File: config.mk
export PLATFORM = sky130hd
export DESIGN_NAME = ipv4_tx
export DESIGN_NICKNAME = d
export VERILOG_FILES = /design/src/hdl/udp_tx_pkg.sv /design/src/hdl/ipv4_tx.sv
export SDC_FILE = /design/constraint.sdc
export NUM_CORES = 1
export LEC_CHECK = 0
export ABC_AREA = 1
export ABC_CLOCK_PERIOD_IN_PS = 6600
export BUFFER_PORTS_ARGS = -buffer_cell sky130_fd_sc_hd__buf_2
export CAP_MARGIN = 20
export CORE_ASPECT_RATIO = 1.4
export CORE_UTILIZATION = 45
export DETAILED_ROUTE_END_ITERATION = 10
export PLACE_DENSITY_LB_ADDON = 0.08
export SKIP_LAST_GASP = 1
export SYNTH_ARGS = -nofsm -noshare
export SYNTH_HDL_FRONTEND = slang
export SYNTH_SLANG_ARGS = --single-unit
File: constraint.sdc
create_clock -name clk -period 6.6 [get_ports clk]
set_clock_uncertainty 0.05 [all_clocks]
set_input_delay 0.66 -clock clk [delete_from_list [all_inputs] [get_ports clk]]
set_output_delay 0.66 -clock clk [all_outputs]
set_load 0.05 [all_outputs]
File: src/hdl/udp_tx_pkg.sv
package udp_tx_pkg;

  // Header sizes in bytes
  localparam int UDP_HDR_LEN    = 8;
  localparam int IPV4_HDR_LEN   = 20;
  localparam int IPV4_HDR_WORDS = IPV4_HDR_LEN / 2;

  // Fixed IPv4 field values
  localparam logic [3:0] IPV4_VER       = 4'd4;
  localparam logic [3:0] IPV4_IHL       = 4'd5; // 32-bit words, no options
  localparam logic [7:0] IPV4_TTL       = 8'd128;
  localparam logic [7:0] IPV4_PROTO_UDP = 8'd17;

  // Payload buffer
  localparam int BUF_DEPTH   = 512;
  localparam int BUF_AW      = $clog2(BUF_DEPTH);
  localparam int BUF_SLOTS   = 2;
  localparam int SLOT_AW     = $clog2(BUF_SLOTS);
  localparam int MAX_PLD_LEN = 255;

  typedef logic [3:0][7:0] ip_addr_t; // [3] is the first byte on the wire
  typedef logic [15:0]     port_t;

  typedef struct packed {
    port_t       src_port;
    port_t       dst_port;
    logic [15:0] length;
    logic [15:0] chksum;
  } udp_hdr_t;

  // Filled in by field, sent out by byte
  typedef union packed {
    udp_hdr_t                     fields;
    logic [UDP_HDR_LEN-1:0][7:0] bytes;
  } udp_hdr_u;

  typedef struct packed {
    logic [3:0]  ver;
    logic [3:0]  ihl;
    logic [7:0]  qos;
    logic [15:0] length;
    logic [15:0] id;
    logic        zero; // Reserved flag bit
    logic        df;
    logic        mf;
    logic [12:0] fo;
    logic [7:0]  ttl;
    logic [7:0]  proto;
    logic [15:0] chksum;
    ip_addr_t    src_ip;
    ip_addr_t    dst_ip;
  } ipv4_hdr_t;

  // Words feed the checksum, bytes feed the serializer
  typedef union packed {
    ipv4_hdr_t                          fields;
    logic [IPV4_HDR_WORDS-1:0][15:0]    words;
    logic [IPV4_HDR_LEN-1:0][7:0]       bytes;
  } ipv4_hdr_u;

endpackage

File: src/hdl/ipv4_tx.sv
`timescale 1ns/1ps

module ipv4_tx (
  input  logic                 clk,
  input  logic                 fsm_rst,
  input  udp_tx_pkg::ip_addr_t src_ip,
  input  logic                 ip_rdy,
  input  udp_tx_pkg::ip_addr_t ip_dst_ip,
  input  logic [15:0]          ip_len,
  input  logic                 udp_val,
  input  logic [7:0]           udp_dat,
  input  logic                 udp_eof,
  output logic                 ip_req,
  output logic                 tx_val,
  output logic [7:0]           tx_dat,
  output logic                 tx_sof,
  output logic                 tx_eof
);
  import udp_tx_pkg::*;

  ipv4_hdr_u   hdr;
  logic [15:0] ip_id;
  logic [18:0] part_a;
  logic [18:0] part_b;
  logic [18:0] sum_a;
  logic [18:0] sum_b;
  logic [19:0] sum_all;
  logic [16:0] fold1;
  logic [15:0] fold2;
  logic [4:0]  hidx; // Next header byte, counts down
  logic        sum_p1;
  logic        sum_p2;
  logic        hdr_act;
  logic        pld_act;
  logic        busy;
  logic        start;

  assign busy  = sum_p1 || sum_p2 || hdr_act || pld_act;
  assign start = ip_rdy && !busy;

  // First checksum stage, two halves of five words
  always_comb begin
    part_a = '0;
    part_b = '0;
    for (int i = 0; i < IPV4_HDR_WORDS / 2; i++) begin
      part_a = part_a + 19'(hdr.words[i]);
      part_b = part_b + 19'(hdr.words[i + IPV4_HDR_WORDS / 2]);
    end
  end

  // End-around carry, two folds cover the worst case
  assign sum_all = {1'b0, sum_a} + {1'b0, sum_b};
  assign fold1   = {1'b0, sum_all[15:0]} + {13'd0, sum_all[19:16]};
  assign fold2   = fold1[15:0] + {15'd0, fold1[16]};

  always_ff @(posedge clk) begin
    if (start) begin
      hdr.fields.ver    <= IPV4_VER;
      hdr.fields.ihl    <= IPV4_IHL;
      hdr.fields.qos    <= '0;
      hdr.fields.length <= ip_len;
      hdr.fields.id     <= ip_id;
      hdr.fields.zero   <= 1'b0;
      hdr.fields.df     <= 1'b0;
      hdr.fields.mf     <= 1'b0;
      hdr.fields.fo     <= '0;
      hdr.fields.ttl    <= IPV4_TTL;
      hdr.fields.proto  <= IPV4_PROTO_UDP;
      hdr.fields.chksum <= '0;
      hdr.fields.src_ip <= src_ip;
      hdr.fields.dst_ip <= ip_dst_ip;
    end
    if (sum_p1) begin
      sum_a <= part_a;
      sum_b <= part_b;
    end
    if (sum_p2) begin
      hdr.fields.chksum <= ~fold2;
      tx_dat            <= hdr.bytes[IPV4_HDR_LEN-1]; // Checksum not needed yet
    end else if (hdr_act) begin
      tx_dat <= hdr.bytes[hidx];
    end else if (pld_act) begin
      tx_dat <= udp_dat;
    end
  end

  always_ff @(posedge clk) begin
    if (fsm_rst) begin
      sum_p1  <= 1'b0;
      sum_p2  <= 1'b0;
      hdr_act <= 1'b0;
      pld_act <= 1'b0;
      hidx    <= '0;
      ip_req  <= 1'b0;
      ip_id   <= '0;
      tx_val  <= 1'b0;
      tx_sof  <= 1'b0;
      tx_eof  <= 1'b0;
    end else begin
      tx_val <= 1'b0;
      tx_sof <= 1'b0;
      tx_eof <= 1'b0;
      sum_p1 <= start;
      sum_p2 <= sum_p1;
      if (sum_p2) begin
        tx_val  <= 1'b1;
        tx_sof  <= 1'b1;
        hidx    <= 5'(IPV4_HDR_LEN - 2);
        hdr_act <= 1'b1;
      end
      if (hdr_act) begin
        tx_val <= 1'b1;
        hidx   <= hidx - 5'd1;
        if (hidx == 5'd1) ip_req <= 1'b1; // UDP byte 0 lands right after byte 19
        if (hidx == 5'd0) begin
          hdr_act <= 1'b0;
          pld_act <= 1'b1;
        end
      end
      if (pld_act) begin
        tx_val <= udp_val;
        tx_eof <= udp_eof;
        if (udp_eof) begin
          pld_act <= 1'b0;
          ip_req  <= 1'b0;
        end
      end
      if (tx_eof) ip_id <= ip_id + 16'd1;
    end
  end

endmodule

==> flow_metrics.tcl <==
set metrics [dict create \
    yosysTopAreaCellShare_pct 40.78 \
    placementRows 69 \
    worstSkewPairLatency_ps 440 \
    ff2ff_setup_slack_ps 1300 \
    detail_route.iter0.violations 493 \
    max-cap-violations 0 \
    floorplan.die.width_um 137.5 \
    end_kind "flop" \
    n_antenna_cell 0 \
    first_global_vias 8521 \
    cts.hold.buffers_added 0 \
    hold_viol_final 0 \
    ant_nets 0 \
    max_clock_freq_mhz 188.7 \
    status "complete, no violations" \
    cts_sinks 186 \
    netSwitchingPower_uw 2348 \
    avgSynthCellArea_um2 9.683 \
    setup-tns-final_ps 0 \
    p_clk_share_pct 19.7 \
    grt_start_max_net_pins 65 \
    grt_antenna_before_repair 0 \
    globalRouteOverflowTotal 0 \
    avgViaCountPerCell 5.214 \
    path_clk_slew_ps 70 \
    vias 8509 \
    timing_worst_slew_pin_value_ps 777.2 \
    synthesis.nets 1415 \
    synth.yosys.seq_area_share_pct 45.80 \
    boundaryPins 105 \
    input_output_buffers 104 \
    synth_edf_count 157 \
    final_max_slew_viol_count 0 \
    largest_incremental_delay_on_the_critical_path_ps 410 \
    tritoncts_clock_tree "built" \
    netlist.top_cell.by_area "edfxtp_1" \
    cts-root-to-sink-buffers 2 \
    cts_buffers 17 \
    floorplan.core_area_um2 25300 \
    drt-pass1-iter-count 5 \
    nets 1521 \
    die_height_um 191.7 \
    power_frac_seq_pct 30.2 \
    worstSetupStartpointType "flop" \
    globalRouteTotalUtil_pct 24.48 \
    die_area_um2 26350 \
    synth_area_leaders "edfxtp_1, fa_1, ha_1, nand2_1, dfxtp_1" \
    finish.utilization_pct 51.51 \
    final_setup_violations 0 \
    synth-main-ff-cell "edfxtp_1" \
    grt_first_pass_wirelength_um 46980 \
    master_of_the_slowest_instance_on_the_critical_path "fa_1" \
    static-leakage-power_uw 0.005588 \
    library_cells_used_by_synthesis 56 \
    period_share_pct 80.31 \
    synth.cell_area_um2 11560 \
    cts.htree.levels 4 \
    cts_resized 0 \
    wire_per_inst_um 18.55 \
    gate_count_post_synth 1194 \
    vdd.ir_drop.worst_mv 0.2508 \
    synthArstFlopShare_pct 0 \
    globalplace.congestion 0.9590 \
    switching_fraction_pct 43.67 \
    arrival_ps 5440 \
    post_route_cells_drive_above_1_share_pct 14.85 \
    cts-root-buf "clkbuf_16" \
    floorplan.initialDensity_pct 45.70 \
    power_density_nw_per_um2 412.6 \
    min_delay_worst_type "input pin to flop" \
    detailed_place_hpwl_um 24620 \
    crit_required_ps 6740 \
    postCtsSetupRepairBufs 0 \
    worst-path-max-fanout 5 \
    synth.ff_latch_count 186 \
    synthToLayoutAreaGrowth_pct 12.71 \
    path_class "flop to flop" \
    power.share.combinational_pct 50.2 \
    rsz0062_at_grt "false" \
    finalWirelength_um 30270 \
    synth_warnings 0 \
    worst_case_hold_slack_ps 344.3 \
    filler_cell_count 2363 \
    internal-power_uw 3029 \
    clock_period_minus_final_worst_setup_slack_ps 5301 \
    max_slew_margin_pct 48.19 \
    drc 0 \
]
[synthesized netlist by cell type (all sizes together) (2+ instances only)]
cell type / instances
or2: 4
o211ai: 6
nand2: 243
a21oi: 90
a21o: 2
nor4: 2
clkinv: 3
nor3: 11
a221oi: 7
dfxtp: 29
ha: 78
clkbuf: 20
edfxtp: 157
nor2: 112
a22oi: 11
xor2: 30
fa: 50
a22o: 2
xnor2: 11
a31oi: 4
o21bai: 2
o221ai: 3
buf: 3
a21boi: 3
o21ai: 83
nand3: 71
nand3b: 2
inv: 142
nand4: 5
[registers in the layout, summed over array words and instances (netlist names)]
register,count
hdr,112
hdr_act,1
hidx,5
ip_id,16
ip_req,1
pld_act,1
sum_a,19
sum_b,18
sum_p1,1
sum_p2,1
tx_dat,8
tx_eof,1
tx_sof,1
tx_val,1
[cell usage in the layout (no fill, tap or decap), types with 4 or more instances in the layout]
cell type  instances
nand2_1          223
edfxtp_1         157
inv_1            134
buf_2            104
nor2_1           102
a21oi_1           90
o21ai_0           81
ha_1              78
nand3_1           65
fa_1              50
xor2_1            29
dfxtp_1           29
clkbuf_16         17
nand2_2           15
xnor2_1           11
nor3_1            11
a22oi_1           11
a221oi_1           7
nor2_2             6
inv_2              6
o211ai_1           6
buf_4              6
nand2_4            5
nand4_1            5
inv_6              5
a31oi_1            4
nand3_2            4
nor2_4             4
[per-layer routing]
metal	routed length, um	global-route usage [%]	vias up
met2	15810	43.20	185
met1	12550	29.61	4015
met4	965	10.19	0
li1	-	-	4269
met5	0	0	-
met3	951	3.246	40
[kinds of logic after synthesis]
logic type,Yosys count,share of synthesized area [%]
AOI/OAI and AO/OA,220,10.79
xor gates and xnor gates,41,3.171
adders and majority gates,128,17.10
buffers and inverters,168,5.595
DFF,186,45.80
and+or+nand+nor,451,17.54
[through the flow]
| step | instances | power (uW) | setup slack, ps | instance area (um^2) |
|---|---|---|---|---|
| CTS | 1632 | 5407 | 1242 | 13030 |
| detailed placement | 1600 | 4336 | 1256 | 12430 |
| global placement | 1600 | 4343 | 1359 | 12430 |
| global route | 1632 | 5774 | 626.2 | 13030 |
| floorplan | 1194 | 3568 | 1872 | 11560 |
| finish | 1632 | 5376 | 1299 | 13030 |
[path summary, 6_finish.rpt]
| path | endpoint | start | cells past startpoint |
|---|---|---|---|
| worst max register to register | hdr[78]$_DFFE_PP_ | sum_b[0]$_DFFE_PP_ | 37 |
| worst min register to register | ip_req$_SDFF_PP0_ | ip_req$_SDFF_PP0_ | 2 |
| worst max-delay path | hdr[78]$_DFFE_PP_ | sum_b[0]$_DFFE_PP_ | 37 |
| worst min-delay path | hdr[22]$_DFFE_PP_ | ip_dst_ip[22] | 1 |
[power groups by stage]
stage	Combinational, uW	Clock (uW)	Sequential, uW
after floorplan	1940	0	1630
after global placement	2700	0	1640
after detailed placement	2690	0	1650
after CTS	2710	1080	1620
after global routing	3010	1120	1640
final	2700	1060	1620
[critical path: cells and delay by family (launching register included)]
kind	cells	cell delay (ps)
buffers and inverters	6	460
AOI/OAI and AO/OA	4	670
DFF	1	330
adders and majority gates	5	1280
and+or+nand+nor	21	2130
xor gates and xnor gates	1	120
[area by class of cell]
cell class | instances | area [um^2] | area share, %
Inverter | 145 | 549.3 | 4.215
Clock inverter | 15 | 176.4 | 1.354
Sequential cell | 186 | 5295 | 40.64
Clock buffer | 17 | 425.4 | 3.265
Tap cell | 319 | 399.1 | 3.063
Multi-Input combinational cell | 840 | 5619 | 43.12
Timing Repair Buffer | 110 | 565.5 | 4.340
(Power assumes the default switching activity.)
