**src/hdl/udp_tx_pkg.sv**
```systemverilog
package udp_tx_pkg;

  // Header sizes in bytes
  localparam int UDP_HDR_LEN    = 8;
  localparam int IPV4_HDR_LEN   = 20;
  localparam int IPV4_HDR_WORDS = IPV4_HDR_LEN / 2;

  // Fixed IPv4 field values
  localparam logic [3:0] IPV4_VER       = 4'd4;
  localparam logic [3:0] IPV4_IHL       = 4'd5; // 32-bit words, no options
  localparam logic [7:0] IPV4_TTL       = 8'd128;
  localparam logic [7:0] IPV4_PROTO_UDP = 8'd17;

  // Payload buffer
  localparam int BUF_DEPTH   = 512;
  localparam int BUF_AW      = $clog2(BUF_DEPTH);
  localparam int BUF_SLOTS   = 2;
  localparam int SLOT_AW     = $clog2(BUF_SLOTS);
  localparam int MAX_PLD_LEN = 255;

  typedef logic [3:0][7:0] ip_addr_t; // [3] is the first byte on the wire
  typedef logic [15:0]     port_t;

  typedef struct packed {
    port_t       src_port;
    port_t       dst_port;
    logic [15:0] length;
    logic [15:0] chksum;
  } udp_hdr_t;

  // Filled in by field, sent out by byte
  typedef union packed {
    udp_hdr_t                     fields;
    logic [UDP_HDR_LEN-1:0][7:0] bytes;
  } udp_hdr_u;

  typedef struct packed {
    logic [3:0]  ver;
    logic [3:0]  ihl;
    logic [7:0]  qos;
    logic [15:0] length;
    logic [15:0] id;
    logic        zero; // Reserved flag bit
    logic        df;
    logic        mf;
    logic [12:0] fo;
    logic [7:0]  ttl;
    logic [7:0]  proto;
    logic [15:0] chksum;
    ip_addr_t    src_ip;
    ip_addr_t    dst_ip;
  } ipv4_hdr_t;

  // Words feed the checksum, bytes feed the serializer
  typedef union packed {
    ipv4_hdr_t                          fields;
    logic [IPV4_HDR_WORDS-1:0][15:0]    words;
    logic [IPV4_HDR_LEN-1:0][7:0]       bytes;
  } ipv4_hdr_u;

endpackage

```
**src/hdl/udp_pld_buf.sv**
```systemverilog
`timescale 1ns/1ps

module udp_pld_buf (
  input  logic                 clk,
  input  logic                 fsm_rst,
  input  logic                 wr_val,
  input  logic [7:0]           wr_dat,
  input  logic                 wr_last,
  input  udp_tx_pkg::port_t    wr_src_port,
  input  udp_tx_pkg::port_t    wr_dst_port,
  input  udp_tx_pkg::ip_addr_t wr_dst_ip,
  input  logic                 pld_req,
  output logic                 buf_full,
  output logic                 pld_rdy,
  output udp_tx_pkg::port_t    pld_src_port,
  output udp_tx_pkg::port_t    pld_dst_port,
  output udp_tx_pkg::ip_addr_t pld_dst_ip,
  output logic [7:0]           pld_len,
  output logic [7:0]           pld_dat,
  output logic                 pld_eof
);
  import udp_tx_pkg::*;

  logic [7:0]         mem [BUF_DEPTH];
  logic [BUF_AW:0]    wr_ptr;
  logic [BUF_AW:0]    wr_base; // Start of the datagram being written
  logic [BUF_AW:0]    rd_ptr;
  logic [BUF_AW:0]    used;
  logic [7:0]         wr_len;
  logic [7:0]         rd_cnt;
  logic [7:0]         len_q [BUF_SLOTS];
  port_t              src_q [BUF_SLOTS];
  port_t              dst_q [BUF_SLOTS];
  ip_addr_t           ip_q  [BUF_SLOTS];
  logic [SLOT_AW-1:0] ws;
  logic [SLOT_AW-1:0] rs;
  logic [SLOT_AW:0]   slot_cnt;
  logic               wr_acc;
  logic               push;
  logic               pop;
  logic               rd_act;
  logic               rd_done;

  // Only complete datagrams count, so a write in progress always fits
  assign used     = wr_base - rd_ptr;
  assign buf_full = (int'(slot_cnt) == BUF_SLOTS) ||
                    (int'(used) > BUF_DEPTH - MAX_PLD_LEN);
  assign wr_acc   = wr_val && !buf_full;
  assign push     = wr_acc && wr_last;
  assign pop      = pld_eof;
  assign rd_act   = pld_req && !rd_done;

  assign pld_rdy      = (slot_cnt != '0);
  assign pld_len      = len_q[rs];
  assign pld_src_port = src_q[rs];
  assign pld_dst_port = dst_q[rs];
  assign pld_dst_ip   = ip_q[rs];

  always_ff @(posedge clk) begin
    if (wr_acc) mem[wr_ptr[BUF_AW-1:0]] <= wr_dat;
    if (rd_act) pld_dat <= mem[rd_ptr[BUF_AW-1:0]];
    if (push) begin
      len_q[ws] <= wr_len + 8'd1; // Count includes the last byte
      src_q[ws] <= wr_src_port;
      dst_q[ws] <= wr_dst_port;
      ip_q[ws]  <= wr_dst_ip;
    end
  end

  always_ff @(posedge clk) begin
    if (fsm_rst) begin
      wr_ptr   <= '0;
      wr_base  <= '0;
      rd_ptr   <= '0;
      wr_len   <= '0;
      rd_cnt   <= '0;
      ws       <= '0;
      rs       <= '0;
      slot_cnt <= '0;
      rd_done  <= 1'b0;
      pld_eof  <= 1'b0;
    end else begin
      pld_eof <= 1'b0;
      if (wr_acc) begin
        wr_ptr <= wr_ptr + 1;
        wr_len <= wr_len + 8'd1;
        if (wr_last) begin
          wr_base <= wr_ptr + 1;
          wr_len  <= '0;
          ws      <= ws + 1;
        end
      end
      if (rd_act) begin
        rd_ptr <= rd_ptr + 1;
        if (rd_cnt == pld_len - 8'd1) begin // Last byte of this slot
          rd_cnt  <= '0;
          rd_done <= 1'b1;
          pld_eof <= 1'b1;
        end else begin
          rd_cnt <= rd_cnt + 8'd1;
        end
      end
      if (!pld_req) rd_done <= 1'b0;
      if (push && !pop) slot_cnt <= slot_cnt + 1;
      else if (pop && !push) slot_cnt <= slot_cnt - 1;
      if (pop) rs <= rs + 1;
    end
  end

endmodule

```
**config.mk**
```make
export PLATFORM = sky130hd
export DESIGN_NAME = udp_pld_buf
export DESIGN_NICKNAME = d
export VERILOG_FILES = /design/src/hdl/udp_tx_pkg.sv /design/src/hdl/udp_pld_buf.sv
export SDC_FILE = /design/constraint.sdc
export NUM_CORES = 2
export LEC_CHECK = 0
export BUFFER_PORTS_ARGS = -buffer_cell sky130_fd_sc_hd__buf_2
export CAP_MARGIN = 20
export CORE_UTILIZATION = 55
export DETAILED_ROUTE_END_ITERATION = 16
export PLACE_DENSITY = 0.75
export SLEW_MARGIN = 20
export SYNTH_ARGS = -nofsm -noshare
export SYNTH_HDL_FRONTEND = slang
export SYNTH_MEMORY_MAX_BITS = 65536
export SYNTH_SLANG_ARGS = --single-unit
```
**constraint.sdc**
```tcl
create_clock -name clk -period 6.05 [get_ports clk]
set_input_delay 0 -clock clk [delete_from_list [all_inputs] [get_ports clk]]
set_output_delay 0 -clock clk [all_outputs]
set_load 0.01 [all_outputs]
```
==> summary.txt <==
Run status
  • Outcome: completed

Synth
  • Syn Inst Count: slightly above 8000
  • Synth area leaders: edfxtp_1 (76%), mux4_2 (13%), mux2i_1 (2.2%), nor3_1 (1.2%), dfxtp_1 (0.63%)
  • Flop and latch count out of synthesis: about 4300
  • Synth Area in Compound Gates: 0.0283
  • Ys async rst share: 0
  • Mux contribution to synthesized area: 0.156
  • Library cells used by synthesis: between 80 and 90
  • Mapped Area: between 150000 and 200000 µm²
  • Number of synthesized flops with an enable pin: 4248
  • Synthesized area per cell: about 21 µm²
  • Sequential fraction of the synthesis area: 0.765
  • Synth Area in XOR/XNOR: 0.00224
  • Synth Warn #: 0
  • Ys flop type: edfxtp_1
  • Synth Net Count: approximately 8200
  • Simple-gate share of the synthesized area: 0.0308
  • Synth top area share: 0.759
  • Synth area leader: edfxtp_1
  • Largest family of logic cells by synthesized area: multiplexers
  • Adder-Cell Fraction of Synth Area: 0.00146

Critical path
  • RR Endpoint: mem[145][1]$_DFFE_PP_
  • Worst stage delay on the critical path: approximately 0.81 ns
  • Crit path from: rd_ptr[0]$_SDFFE_PP0P_
  • Worst Path Arrival: 6.09 ns
  • Worst setup SP type: register
  • Crit path max-delay family: compound AO/OA/AOI/OAI gates
  • Worst setup path endpoint: mem[145][1]$_DFFE_PP_
  • CP most frequent cell: a21o_1
  • CP Cell Sequence: ha_1 > inv_1 > fa_1 > a21o_1 > a21o_1 > a21o_1 > a2111oi_1 > o21bai_1 > o311ai_4 > buf_4 > nand3_4 > buf_12 > nor3_1 > buf_4
  • Slowest stage cell, crit path: dfxtp_4
  • Total number of cells along the worst setup path: 14
  • Critical R2R Launch: rd_ptr[0]$_SDFFE_PP0P_
  • Worst r2r path cells: 14
  • Class of the most critical setup path: reg -> reg
  • Critical-path maximum fanout: 80
  • Crit path required time: ~6.7 ns
  • Crit path capture type: register
  • R2R setup slack: ~0.59 ns
  • CP bufs+invs: 4

STA
  • Max Slew Vio Count: 0
  • Final Hold Fails: 0
  • Worst-margin pin slew: ~1.3 ns
  • Ratio of final minimum period to clock period: 0.902
  • Setup violations, final: 0
  • Setup TNS: 0 ns
  • Skew final: approximately 0.079 ns
  • Peak Freq: between 150 and 200 MHz
  • Final min period: around 5.5 ns
  • Min Hold Slack: between 0.1 and 0.15 ns
  • RSZ-0062 raised after global routing: false
  • Max_slew headroom: 0.125

Clock network
  • CTS buffer count: ~410
  • Clock sink count: approximately 4300
  • TritonCTS clock tree: yes
  • H-tree Lvls: 5
  • Clock Path Buffers: 4
  • Buffer type at the clock tree root: clkbuf_16
  • Clk pin slew, worst setup/hold paths: approximately 0.07 ns
  • Post-CTS Resized: 0
  • Clock latency at the later pin of the worst-skew pair: around 0.95 ns

Finish
  • Share of cells above drive strength 1: 0.271
  • Leading cell type in the layout, fill and taps excluded: edfxtp_1
  • Fin nets: about 9000
  • Area Growth Syn to Fin: 13.8%
  • Commonest cells after routing, fill and taps aside: edfxtp_1 (4248), mux4_2 (963), buf_4 (516)

Global route
  • M3 GR Usage: 0.0730
  • GR Layer Usage met2: 0.452
  • GRT overflow: 0
  • Met1 Usage GRT: 0.398
  • GR peak layer: met2
  • Largest net degree at the start of global routing: around 190
  • Global-route wire length before repair: 645000 µm
  • GRT Total Usage: 0.291
  • Vias in the first global route: just under 90000
  • Initial antenna violation count: 18

Placed design
  • Hpwl dp: between 200000 and 300000 µm
  • GP Congestion: around 0.91
  • Port buffer count: around 160

Die
  • Std-Cell Rows: 202
  • Die height: around 550 µm
  • Ports: between 150 and 200
  • Die span in x: approximately 550 µm
  • Core box area: 304000 µm²
  • Starting Density: 0.554
  • Total die area: roughly 310000 µm²

Detailed routing
  • DR iter-0 viols: about 14000
  • First-pass iteration count of the detailed router: 8
  • Routed Antenna Nets: 0
  • WL final: roughly 450000 µm
  • Vias: between 80000 and 90000
  • Wirelength per Cell: about 34 µm
  • DRC viols: 0
  • DR vias/cell: 6.73

Run
  • Maxcap violations: 0

Worst hold path
  • Hold Path Stages: 6
  • Worst Hold Class: in -> reg

Pwr
  • P_leak: around 0.060 µW
  • Power per cell area: about 340 nW/µm²
  • VDD IR max: between 0.0006 and 0.0007 V
## cells in the mapped netlist, types with 13 or more instances
| library cell | instances |
|---|---|
| a221oi_1 | 52 |
| ha_1 | 18 |
| xor2_1 | 19 |
| o211ai_1 | 26 |
| o221ai_1 | 64 |
| or3_1 | 18 |
| nand2_1 | 277 |
| nor2b_1 | 13 |
| a211oi_1 | 27 |
| buf_2 | 153 |
| and3_1 | 20 |
| edfxtp_1 | 4248 |
| nand3_1 | 53 |
| a22oi_1 | 44 |
| mux2_2 | 78 |
| inv_1 | 19 |
| nor3_1 | 405 |
| nor2_2 | 59 |
| nor2_1 | 167 |
| mux4_2 | 963 |
| buf_6 | 23 |
| buf_4 | 72 |
| a31oi_1 | 16 |
| a2111oi_0 | 19 |
| clkbuf_1 | 251 |
| xnor2_1 | 24 |
| dfxtp_1 | 53 |
| o21ai_0 | 125 |
| a21oi_1 | 162 |
| mux2i_1 | 364 |
| buf_1 | 48 |
| o22ai_1 | 65 |
## cell families after synthesis
logic type      after synthesis
flops                      4301
mux                        1405
simple gates               1083
compound gates              703
buf+inv                     572
xor+xnor                     43
fa+ha+maj                    19
## sequential cells by signal, indices dropped and copies added, names as in the netlist, 2 cells and up, named ones only
signal / cells
len_q: 16
wr_len: 8
ip_q: 64
wr_base: 10
src_q: 32
rd_ptr: 10
pld_dat: 8
mem: 4096
wr_ptr: 10
dst_q: 32
slot_cnt: 2
rd_cnt: 8
## worst min-delay path by stage
stage	start	endpoint	slack, ns
2_1_floorplan	wr_dst_port[0]	dst_q[0][0]$_DFFE_PP_	0.1
3_5_place_dp	wr_src_port[11]	src_q[1][11]$_DFFE_PP_	0.19
3_3_place_gp	wr_dst_ip[16]	ip_q[0][16]$_DFFE_PP_	0.19
5_1_grt	wr_dat[0]	mem[109][0]$_DFFE_PP_	0.17
6_report	pld_req	rd_cnt[1]$_SDFFE_PP0P_	0.14
4_1_cts	pld_req	rd_cnt[1]$_SDFFE_PP0P_	0.08
## stage by stage
step	worst slack, ns	instance area (µm²)	power, µW	utilization	instances
after floorplan	0.237	168000	37200	-	8126
after global placement	0.614	177000	39500	0.582	12400
after detailed placement	0.813	177000	39600	0.582	12400
after CTS	0.730	191000	64500	0.630	13300
after global routing	0.536	191000	66000	0.630	13300
final	0.591	191000	64600	0.630	13300
## tightest hold or removal path: stages
cell and delay, ns:
dlygate4sd3_1 0.52, buf_2 0.13, nand2b_1 0.06, buf_4 0.18, nand2_1 0.08, a21oi_1 0.05
## metal layers
metal,vias to the layer above,part of all wire
li1,35400,-
met1,46400,0.36
met2,6551,0.47
met3,1101,0.12
met4,10,0.049
met5,-,0.00015
## where the power goes
part           switching, µW  internal [µW]
logic                   3960           2100
clock network          11000          14300
registers                149          33000
total                  15100          49400
## final cells by class
cell class                 count  area [µm²]
sequential                  4301      129000
timing repair buffer         875        7290
clock buffer                 496       10800
antenna                       24        60.1
multi-input combinational   3253       37000
clock inverter               256        2330
tap                         4080        5100
fill                       19500      112000
inverter                      25         111
## what timing repair did
item,4_1_cts,5_1_grt
setup buffers,0,0
hold buffers,144,0
endpoints found under the hold margin,1178,0
No activity file was read; power rests on OpenSTA's default activity.
