<file path="config.mk">
export PLATFORM = sky130hd
export DESIGN_NAME = udp_tx
export DESIGN_NICKNAME = d
export VERILOG_FILES = /design/src/hdl/udp_tx_pkg.sv /design/src/hdl/udp_tx.sv
export SDC_FILE = /design/constraint.sdc
export NUM_CORES = 1
export LEC_CHECK = 0
export BUFFER_PORTS_ARGS = -buffer_cell sky130_fd_sc_hd__buf_2
export CAP_MARGIN = 10
export CORE_ASPECT_RATIO = 1.75
export CORE_MARGIN = 2
export CORE_UTILIZATION = 37
export CTS_BUF_LIST = sky130_fd_sc_hd__clkbuf_16
export DETAILED_ROUTE_END_ITERATION = 12
export PLACE_DENSITY_LB_ADDON = 0.2
export SLEW_MARGIN = 25
export SYNTH_ARGS = -nofsm -noshare
export SYNTH_HDL_FRONTEND = slang
export SYNTH_SLANG_ARGS = --single-unit
</file>
<file path="constraint.sdc">
create_clock -name clk -period 3.85 [get_ports clk]
set_input_delay 0.385 -clock clk [delete_from_list [all_inputs] [get_ports clk]]
set_output_delay 0.385 -clock clk [all_outputs]
set_load 0.03 [all_outputs]
</file>
<file path="src/hdl/udp_tx_pkg.sv">
package udp_tx_pkg;

  // Header sizes in bytes
  localparam int UDP_HDR_LEN    = 8;
  localparam int IPV4_HDR_LEN   = 20;
  localparam int IPV4_HDR_WORDS = IPV4_HDR_LEN / 2;

  // Fixed IPv4 field values
  localparam logic [3:0] IPV4_VER       = 4'd4;
  localparam logic [3:0] IPV4_IHL       = 4'd5; // 32-bit words, no options
  localparam logic [7:0] IPV4_TTL       = 8'd128;
  localparam logic [7:0] IPV4_PROTO_UDP = 8'd17;

  // Payload buffer
  localparam int BUF_DEPTH   = 512;
  localparam int BUF_AW      = $clog2(BUF_DEPTH);
  localparam int BUF_SLOTS   = 2;
  localparam int SLOT_AW     = $clog2(BUF_SLOTS);
  localparam int MAX_PLD_LEN = 255;

  typedef logic [3:0][7:0] ip_addr_t; // [3] is the first byte on the wire
  typedef logic [15:0]     port_t;

  typedef struct packed {
    port_t       src_port;
    port_t       dst_port;
    logic [15:0] length;
    logic [15:0] chksum;
  } udp_hdr_t;

  // Filled in by field, sent out by byte
  typedef union packed {
    udp_hdr_t                     fields;
    logic [UDP_HDR_LEN-1:0][7:0] bytes;
  } udp_hdr_u;

  typedef struct packed {
    logic [3:0]  ver;
    logic [3:0]  ihl;
    logic [7:0]  qos;
    logic [15:0] length;
    logic [15:0] id;
    logic        zero; // Reserved flag bit
    logic        df;
    logic        mf;
    logic [12:0] fo;
    logic [7:0]  ttl;
    logic [7:0]  proto;
    logic [15:0] chksum;
    ip_addr_t    src_ip;
    ip_addr_t    dst_ip;
  } ipv4_hdr_t;

  // Words feed the checksum, bytes feed the serializer
  typedef union packed {
    ipv4_hdr_t                          fields;
    logic [IPV4_HDR_WORDS-1:0][15:0]    words;
    logic [IPV4_HDR_LEN-1:0][7:0]       bytes;
  } ipv4_hdr_u;

endpackage

</file>
<file path="src/hdl/udp_tx.sv">
`timescale 1ns/1ps

module udp_tx (
  input  logic                 clk,
  input  logic                 fsm_rst,
  input  logic                 pld_rdy,
  input  udp_tx_pkg::port_t    pld_src_port,
  input  udp_tx_pkg::port_t    pld_dst_port,
  input  udp_tx_pkg::ip_addr_t pld_dst_ip,
  input  logic [7:0]           pld_len,
  input  logic [7:0]           pld_dat,
  input  logic                 pld_eof,
  input  logic                 ip_req,
  output logic                 pld_req,
  output logic                 ip_rdy,
  output udp_tx_pkg::ip_addr_t ip_dst_ip,
  output logic [15:0]          ip_len,
  output logic                 udp_val,
  output logic [7:0]           udp_dat,
  output logic                 udp_eof
);
  import udp_tx_pkg::*;

  udp_hdr_u    hdr;
  logic [7:0]  hdr_tx;
  logic [15:0] byte_cnt;
  logic        hdr_done;
  logic        clr;

  // Header and outgoing IPv4 metadata
  always_ff @(posedge clk) begin
    hdr_tx <= hdr.bytes[UDP_HDR_LEN-1];
    if (!ip_rdy && pld_rdy) begin
      hdr.fields.src_port <= pld_src_port;
      hdr.fields.dst_port <= pld_dst_port;
      hdr.fields.length   <= {8'h00, pld_len} + 16'(UDP_HDR_LEN);
      hdr.fields.chksum   <= '0; // Optional over IPv4
      ip_dst_ip           <= pld_dst_ip;
      ip_len              <= {8'h00, pld_len} + 16'(UDP_HDR_LEN + IPV4_HDR_LEN);
    end else if (ip_req && ip_rdy) begin
      hdr.bytes <= {hdr.bytes[UDP_HDR_LEN-2:0], 8'h00};
    end
  end

  always_ff @(posedge clk) begin
    if (clr) begin
      ip_rdy   <= 1'b0;
      udp_val  <= 1'b0;
      pld_req  <= 1'b0;
      hdr_done <= 1'b0;
      byte_cnt <= '0;
    end else begin
      if (udp_val) byte_cnt <= byte_cnt + 16'd1;
      if (!ip_rdy && pld_rdy) begin
        ip_rdy <= 1'b1;
      end else if (ip_req && ip_rdy) begin
        udp_val <= 1'b1;
        // Payload lags the request by one cycle
        if (byte_cnt == 16'(UDP_HDR_LEN - 2)) pld_req <= 1'b1;
      end
      if (byte_cnt == 16'(UDP_HDR_LEN - 1)) hdr_done <= 1'b1;
    end
  end

  assign udp_eof = udp_val && pld_eof;
  assign udp_dat = hdr_done ? pld_dat : hdr_tx;
  assign clr     = fsm_rst || udp_eof; // Ready for the next slot after eof

endmodule

</file>
==> results of run 1 <==
==> cells by family (layout without fill, tap and decap cells) <==
group                    count (synthesis)  count (layout)  synth area share
AND/OR/NAND/NOR                        172             172             0.169
flip-flops                             117             117             0.706
buffers and inverters                   30             178            0.0369
XOR/XNOR                                19              19            0.0363
AO/OA/AOI/OAI                           12              12            0.0150
multiplexers                             8               8            0.0197
adder cells (fa/ha/maj)                  6               6            0.0164
other                                    1               7          0.000818
==> worst register-to-register path, stage by stage (launching register included) <==
cell	delay, ns
dfxtp_1	0.34
nand2b_2	0.18
buf_4	0.26
inv_2	0.67
buf_4	0.49
==> power breakdown <==
| part | internal [mW] | total [mW] | switching (mW) |
|---|---|---|---|
| Combinational | 0.0971 | 0.301 | 0.204 |
| Clock | 0.788 | 1.29 | 0.501 |
| Sequential | 1.48 | 1.51 | 0.0269 |
==> cell type report <==
| type | instances | area share |
|---|---|---|
| flip-flops and latches | 117 | 0.551 |
| multi-input cells | 224 | 0.207 |
| repair buffers | 139 | 0.119 |
| clock buffers | 17 | 0.0725 |
| well taps | 165 | 0.0352 |
| clock inverters | 15 | 0.0109 |
| inverters | 7 | 0.00448 |
==> registers in the layout, summed over array words and instances, names as in the netlist <==
name and count:
pld_req 1, ip_dst_ip 32, hdr_tx 8, ip_rdy 1, ip_len 9, udp_val 1
hdr 48, byte_cnt 16, hdr_done 1
==> through the flow <==
| step | cell area, um2 | std cells | worst slack, ns | hold slack [ns] | total power, mW |
|---|---|---|---|---|---|
| 3_5_place_dp | 5370 | 652 | 1.48 | 0.327 | 1.84 |
| 4_1_cts | 5860 | 684 | 1.49 | 0.138 | 3.14 |
| 5_1_grt | 5870 | 684 | 1.32 | 0.130 | 3.23 |
| 3_3_place_gp | 5370 | 652 | 1.49 | 0.325 | 1.83 |
| 2_1_floorplan | 4600 | 371 | 1.17 | 0.323 | 1.73 |
| 6_report | 5870 | 684 | 1.54 | 0.156 | 3.10 |
==> how the worst min path moves through the flow <==
stage	to	cells after the start	slack (ns)
floorplan	hdr_tx[0]	0	0.32
global placement	hdr_tx[6]	0	0.32
detailed placement	hdr_tx[4]	0	0.33
CTS	ip_dst_ip[3]	1	0.14
global route	ip_dst_ip[30]	1	0.13
finish	ip_dst_ip[7]	1	0.16
==> cells in the mapped netlist, drive strengths merged, types with 2 or more instances <==
cell type,n,area share
and3,2,0.0027
or3,3,0.0041
dfxtp,28,0.12
buf,11,0.021
nor2,25,0.020
xnor2,5,0.0096
ha,6,0.016
edfxtp,89,0.58
clkbuf,12,0.0098
o21ai,4,0.0044
inv,6,0.0049
nand2,105,0.086
a21oi,5,0.0055
mux2,8,0.020
and2,12,0.016
xor2,14,0.027
nand3,6,0.0066
nand4,8,0.014
nor4,2,0.0027
and4,6,0.011
==> per-layer routing <==
metal	wire length [um]	GRT usage
met4	221	0.0644
met3	512	0.0665
met5	0	0
met2	5190	0.251
met1	3290	0.144
==> results.yml, run 1 <==
timing:
  maxSlewHeadroom: 0.470
  hold_viol: 0
  finalSetupTns_ns: 0
  period_needed_ns: 2.31
  rsz0062_at_grt: "no"
  worst_pin_slew_ns: 0.794
  fin_crit_sh: 0.600
  fmax_ghz: 0.433
  setup_viol: 0
  fin_skew_ns: 0.00809
  drv_slew: 0
critical_path:
  crit_path_frequent_cell: "buf_4"
  reg2reg_from: "ip_rdy"
  cp.arrival_ns: 2.37
  cp_slowest_cell: "inv_2"
  worstReg2RegEnd: "ip_dst_ip[10]"
  crit_fanout: 47
  worstSetupEndpointType: "register"
  critPathTopFamily: "buffers and inverters"
  crit_chain: "nand2b_2 > buf_4 > inv_2 > buf_4"
  reg2regPathDepth: 4
  worstSetupEndpoint: "ip_dst_ip[10]"
  cp.required_ns: 3.91
  worst_setup_path_start_kind: "register"
  critPathKind: "register to register"
  startpoint: "ip_rdy"
  critPathMaxStageDelay_ns: 0.64
  worst-path-stages: 4
  r2r_setup_slack_ns: 1.54
  critPathBufInv: 3
global_routing:
  grt_pass1_vias: 3102
  grt_use_total: 0.144
  grt_overflow: 0
  grt_pass1_wl_mm: 14.3
  antenna_found_initial: 0
  grt_max_degree: 49
synth:
  syn-instance-count: 365
  ys_types: 30
  ys_ff_latch: 117
  postSynthAreaPerCell_um2: 12.6
  ys.warnings.count: 0
  synth_edf_count: 89
  syn_area_um2: 4580
  synth_ff_type: "edfxtp_1"
  yosysSeqAreaShare: 0.706
  async_flop_share: 0
route:
  ant_nets: 0
  via_per_inst: 4.46
  vias: 3052
  firstDrtPassIters: 5
  wire_per_inst_um: 13.5
  drtIter0Drc: 167
  drc: 0
  wirelength_mm: 9.21
clock_network:
  cts_htree_levels: 4
  cts_root_buf: "clkbuf_16"
  postCtsSetupRepairBufs: 0
  insertion_delay_ns: 0.40
  path_clk_slew_ns: 0.05
  hold_buffers: 0
  cts_made_buffers: 17
  clock_path_buffers: 2
  cts_resized: 0
  cts.sinks: 117
  cts_tree: "built"
flow_run:
  maxCapViolCount: 0
placement:
  gp_congestion: 0.725
  dp_hpwl_mm: 6.40
  port_buffers: 137
layout:
  final_core_util: 0.486
  diodes: 0
  syn_to_final_growth_pct: 28.1
  drive_gt1_frac: 0.337
  final_cell_mix: "137 x buf_2, 104 x nand2_1, 89 x edfxtp_1"
  regArea_um2: 3230
  multiInputGateArea_um2: 1210
  nNetsFinal: 597
  fillCellCount: 1149
  final_common_cell: "buf_2"
worst_hold_path:
  min_path_type: "input pin to register"
  hp-start: "pld_dst_ip[7]"
outcome:
  status: "finished, final reports clean"
floorplan:
  rows: 53
  die_h_um: 151
  start_util: 0.380
  die_w_um: 88.1
  core-area_um2: 12100
  die_area_um2: 13300
  ios: 145
power_and_ir_drop:
  vdd_drop_max_v: 0.000310
  leakagePower_nw: 2.56
  p_per_area_nw_per_um2: 528
(Power assumes the default switching activity.)
==> run 2: changes to the inputs <==
--- a/config.mk
+++ b/config.mk
@@ -5,6 +5,7 @@
 export SDC_FILE = /design/constraint.sdc
 export NUM_CORES = 1
 export LEC_CHECK = 0
+export ABC_AREA = 1
 export BUFFER_PORTS_ARGS = -buffer_cell sky130_fd_sc_hd__buf_2
 export CAP_MARGIN = 10
 export CORE_ASPECT_RATIO = 1.75
==> constraint.sdc (replaced) <==
create_clock -name clk -period 1.99 [get_ports clk]
set_input_delay 0.199 -clock clk [delete_from_list [all_inputs] [get_ports clk]]
set_output_delay 0.199 -clock clk [all_outputs]
set_load 0.03 [all_outputs]
==> results.yml, run 2 <==
outcome:
  status: "finished, final reports clean"
timing:
  rsz0062_at_grt: "no"
  maxSlewHeadroom: 0.566
  fin_skew_ns: 0.00678
  worst_pin_slew_ns: 0.651
  finalSetupTns_ns: 0
  period_needed_ns: 1.75
  hold_viol: 0
  drv_slew: 0
  setup_slack_ns: 0.237
  fin_crit_sh: 0.881
  fmax_ghz: 0.570
  setup_viol: 0
critical_path:
  worstSetupEndpointType: "output port"
  reg2regPathDepth: 4
  r2r_setup_slack_ns: 0.46
  cp.arrival_ns: 1.55
  worstReg2RegEnd: "hdr[23]"
  cp.required_ns: 1.79
  crit_fanout: 9
  worst_setup_path_start_kind: "register"
  critPathKind: "register to output port"
  reg2reg_from: "ip_rdy"
floorplan:
  die_area_um2: 13600
  die_w_um: 89.2
  core-area_um2: 12400
  start_util: 0.378
  rows: 54
  ios: 145
  die_h_um: 153
clock_network:
  path_clk_slew_ns: 0.05
  insertion_delay_ns: 0.41
  cts_resized: 0
  cts.sinks: 117
  clock_path_buffers: 2
  postCtsSetupRepairBufs: 0
  cts_tree: "built"
  cts_htree_levels: 4
  cts_made_buffers: 17
  cts_root_buf: "clkbuf_16"
synth:
  syn-instance-count: 440
  ys.warnings.count: 0
  postSynthAreaPerCell_um2: 10.7
  ys_ff_latch: 117
  async_flop_share: 0
  ys_types: 29
  syn_area_um2: 4700
  synthTopCellsByCount: "162 x nand2_1, 89 x edfxtp_1, 39 x nor2_1"
  synth_top_cell_by_area: "edfxtp_1"
  synth_top_area_frac: 0.569
  synth.area.top_cells: "edfxtp_1 57%, nand2_1 13%, dfxtp_1 12%"
  yosysSeqAreaShare: 0.688
  synth_edf_count: 89
  synth_most_common_cell: "nand2_1"
  synth_ff_type: "edfxtp_1"
layout:
  drive_gt1_frac: 0.299
  final_cell_mix: "161 x nand2_1, 137 x buf_2, 89 x edfxtp_1"
  final_core_util: 0.522
  largest_register_ffs: 48
  syn_to_final_growth_pct: 38.2
  top_register: "hdr"
  nNetsFinal: 713
  layout.cells.non_filler: 803
  final_common_cell: "nand2_1"
  diodes: 0
  largestRegisters: "hdr (48), ip_dst_ip (32), byte_cnt (16)"
  design_area_um2: 6490
route:
  via_per_inst: 4.33
  drc: 0
  drtIter0Drc: 160
  wirelength_mm: 9.64
  wire_per_inst_um: 12.0
  vias: 3477
  firstDrtPassIters: 4
  ant_nets: 0
placement:
  dp_slack_ns: 0.435
  dpl_cell_area_um2: 5540
  place_inst: 737
  gp_congestion: 0.811
  dp_hpwl_mm: 6.57
  port_buffers: 137
global_routing:
  grt_overflow: 0
  grt_pass1_vias: 3507
  grt_max_degree: 56
  grt_use_total: 0.151
  grt_pass1_wl_mm: 15.8
  antenna_found_initial: 2
power_and_ir_drop:
  p_per_area_nw_per_um2: 1020
  leakagePower_nw: 2.90
  vdd_drop_max_v: 0.000518
worst_hold_path:
  min_delay_path_depth: 3
  min_path_type: "input pin to register"
  hp-start: "pld_rdy"
  whs_endpoint: "ip_rdy"
flow_run:
  maxCapViolCount: 0
run 2: changes by cell type after synthesis, sizes merged, moves of 8 or more:
cell	before	now
a21oi	5	16
nor2	25	46
nand2	105	166
inv	6	36
xor2	14	5
mux2	8	0
and2	12	0
run 2: power by group:
group	internal, mW	switching (mW)	leakage, nW
Sequential	2.86	0.0483	1.10
Combinational	0.224	0.424	1.51
Clock	1.97	1.10	0.293
Total	5.06	1.57	2.90
run 2: layer usage:
metal	GRT usage	vias to the layer above	wire length, um
met5	0	-	0
met4	0.0576	0	140
met3	0.0475	10	471
met2	0.265	87	5200
met1	0.164	1600	3820
li1	-	1780	-
run 2: final cells by class:
type	count	area [um2]
fillers	1188	5940
flip-flops and latches	117	3230
multi-input cells	275	1250
repair buffers	174	1050
clock buffers	17	425
well taps	168	210
clock inverters	15	181
inverters	37	139
run 2: critical path: stages (launching register included):
cell and delay (ns):
dfxtp_1 0.50, clkinv_1 0.30, nand2_1 0.12, nand2_1 0.05
buf_2 0.17
run 2: worst max-delay path by stage:
stage | start | to | slack (ns) | cells past startpoint
2_1_floorplan | ip_rdy | hdr[16] | 0.23 | 4
3_3_place_gp | ip_rdy | hdr[23] | 0.47 | 4
3_5_place_dp | ip_rdy | hdr[23] | 0.43 | 4
4_1_cts | hdr_done | udp_dat[2] | 0.16 | 4
5_1_grt | hdr_done | udp_dat[2] | 0.06 | 4
6_report | hdr_done | udp_dat[2] | 0.24 | 4
run 2: cells by family after synthesis:
group                    synth area share
adder cells (fa/ha/maj)            0.0160
XOR/XNOR                           0.0112
buffers and inverters              0.0522
AO/OA/AOI/OAI                      0.0245
other                            0.000798
flip-flops                          0.688
AND/OR/NAND/NOR                     0.207
run 2: what timing repair did:
action                     in CTS  in global routing
hold endpoints to repair       34                  0
setup endpoints to repair       0                  0
hold buffers                   34                  0
run 2: stage by stage:
step | total power [mW] | hold WS, ns
3_5_place_dp | 3.57 | 0.327
5_1_grt | 6.89 | 0.0524
2_1_floorplan | 3.35 | 0.298
3_3_place_gp | 3.55 | 0.327
6_report | 6.62 | 0.0515
4_1_cts | 6.71 | 0.0333
==> run 3: changes to the inputs <==
--- a/config.mk
+++ b/config.mk
@@ -10,9 +10,10 @@
 export CAP_MARGIN = 10
 export CORE_ASPECT_RATIO = 1.75
 export CORE_MARGIN = 2
-export CORE_UTILIZATION = 37
+export CORE_UTILIZATION = 46
 export CTS_BUF_LIST = sky130_fd_sc_hd__clkbuf_16
 export DETAILED_ROUTE_END_ITERATION = 12
+export HOLD_SLACK_MARGIN = 0.12
 export PLACE_DENSITY_LB_ADDON = 0.2
 export SLEW_MARGIN = 25
 export SYNTH_ARGS = -nofsm -noshare
==> results.yml, run 3 (same netlist as run 2, synthesis figures left out) <==
critical_path:
  crit_fanout: 9
  critPathMaxStageDelay_ns: 0.48
  crit_chain: "clkinv_1 > nand2_1 > nand2_1 > buf_2"
  cp_slowest_cell: "dfxtp_1"
  critPathBufInv: 2
  worst_setup_path_start_kind: "register"
  critPathTopFamily: "flip-flops"
  critPathKind: "register to output port"
  cp.arrival_ns: 1.51
  worstSetupEndpointType: "output port"
  cp.required_ns: 1.79
  crit_path_frequent_cell: "nand2_1"
timing:
  hold_viol: 0
  maxSlewHeadroom: 0.575
  drv_slew: 0
  rsz0062_at_grt: "no"
  fmax_ghz: 0.584
  period_needed_ns: 1.71
  setup_viol: 0
  fin_crit_sh: 0.861
  finalSetupTns_ns: 0
  fin_skew_ns: 0.00621
  worst_pin_slew_ns: 0.638
clock_network:
  cts_root_buf: "clkbuf_16"
  cts_made_buffers: 17
  path_clk_slew_ns: 0.05
  cts.sinks: 117
  cts_htree_levels: 4
  clock_path_buffers: 2
  cts_tree: "built"
  insertion_delay_ns: 0.41
flow_run:
  maxCapViolCount: 0
route:
  firstDrtPassIters: 4
  drc: 0
  wl_met2_mm: 5.76
  met1_length_mm: 3.70
  wire_per_inst_um: 12.8
  drtIter0Drc: 143
  via_per_inst: 4.62
  wirelength_mm: 10.2
  vias: 3665
  topRoutingLayerUsed: "met4"
  ant_nets: 0
  met3_length_um: 515
power_and_ir_drop:
  p_per_area_nw_per_um2: 968
  power_switching_mw: 1.58
  leakagePower_nw: 3.03
  p_comb_frac: 0.108
  p_int_mw: 4.97
  vdd_drop_max_v: 0.000849
  clockPowerShare: 0.448
  power_frac_seq: 0.444
  p_sw_frac: 0.241
layout:
  fillCellCount: 790
  final_cell_mix: "161 x nand2_1, 137 x buf_2, 89 x edfxtp_1"
  top_register: "hdr"
  final_common_cell: "nand2_1"
  largestRegisters: "hdr (48), ip_dst_ip (32), byte_cnt (16)"
  diodes: 0
  multiInputGateArea_um2: 1250
  nNetsFinal: 747
  regArea_um2: 3230
  layout.cells.non_filler: 794
  syn_to_final_growth_pct: 44.1
  drive_gt1_frac: 0.281
  largest_register_ffs: 48
global_routing:
  grt_pass1_wl_mm: 15.7
  grt_max_degree: 83
  grt_pass1_vias: 3560
  grt_use_total: 0.191
  grt_overflow: 0
  antenna_found_initial: 0
floorplan:
  die_h_um: 138
  start_util: 0.474
  die_area_um2: 11100
  rows: 48
  core-area_um2: 9910
  ios: 145
  die_w_um: 80.4
outcome:
  status: "finished, final reports clean"
placement:
  dp_hpwl_mm: 6.44
  port_buffers: 137
  gp_congestion: 0.791
  place_inst: 693
worst_hold_path:
  min_path_type: "input pin to register"
run 3: worst paths after layout:
| check | startpoint | endpoint | slack, ns | cells after the start |
|---|---|---|---|---|
| worst min-delay path | pld_len[2] | ip_len[2] | 0.14 | 2 |
| worst max register to register | ip_rdy | hdr[18] | 0.55 | 2 |
| worst min register to register | hdr[60] | hdr_tx[4] | 0.34 | 0 |
| worst max-delay path | hdr_done | udp_dat[1] | 0.28 | 4 |
run 3: routing by layer:
| metal | vias up | GRT usage |
|---|---|---|
| met3 | 16 | 0.0616 |
| met4 | 0 | 0.0810 |
| met1 | 1695 | 0.190 |
| met5 | - | 0 |
| li1 | 1852 | - |
| met2 | 102 | 0.356 |
run 3: cell type report:
cell class / count / area share
well taps: 125 / 0.0231
multi-input cells: 275 / 0.185
inverters: 37 / 0.0205
repair buffers: 208 / 0.207
clock buffers: 17 / 0.0628
clock inverters: 15 / 0.0235
flip-flops and latches: 117 / 0.478
run 3: stage by stage:
stage | power, mW | area (um2) | setup WS, ns | hold WS [ns] | utilization
after floorplan | 3.35 | 4730 | 0.230 | 0.298 | -
after global placement | 3.54 | 5500 | 0.577 | 0.325 | 0.555
after CTS | 6.61 | 6770 | 0.233 | 0.127 | 0.683
after detailed placement | 3.57 | 5500 | 0.551 | 0.329 | 0.555
final | 6.55 | 6770 | 0.277 | 0.140 | 0.683
after global routing | 6.80 | 6770 | 0.136 | 0.139 | 0.683
run 3: power by group through the flow:
stage | Combinational [mW] | Clock, mW | Sequential [mW]
final | 0.707 | 2.93 | 2.91
after global routing | 0.775 | 3.10 | 2.93
after CTS | 0.712 | 2.99 | 2.91
after detailed placement | 0.605 | 0 | 2.96
after global placement | 0.591 | 0 | 2.95
after floorplan | 0.287 | 0 | 3.06
run 3: timing repair:
item                                    4_1_cts  5_1_grt
setup buffers                                 0        0
resized for setup                             0        0
endpoints found under the setup margin        0        0
hold buffers                                 69        0
hold endpoints to repair                     77        0
run 3: worst reg2reg max path, cell delays in order, from the launching register on:
cell	delay (ns)
dfxtp_1	0.40
nand2_1	0.15
nand2_4	0.49
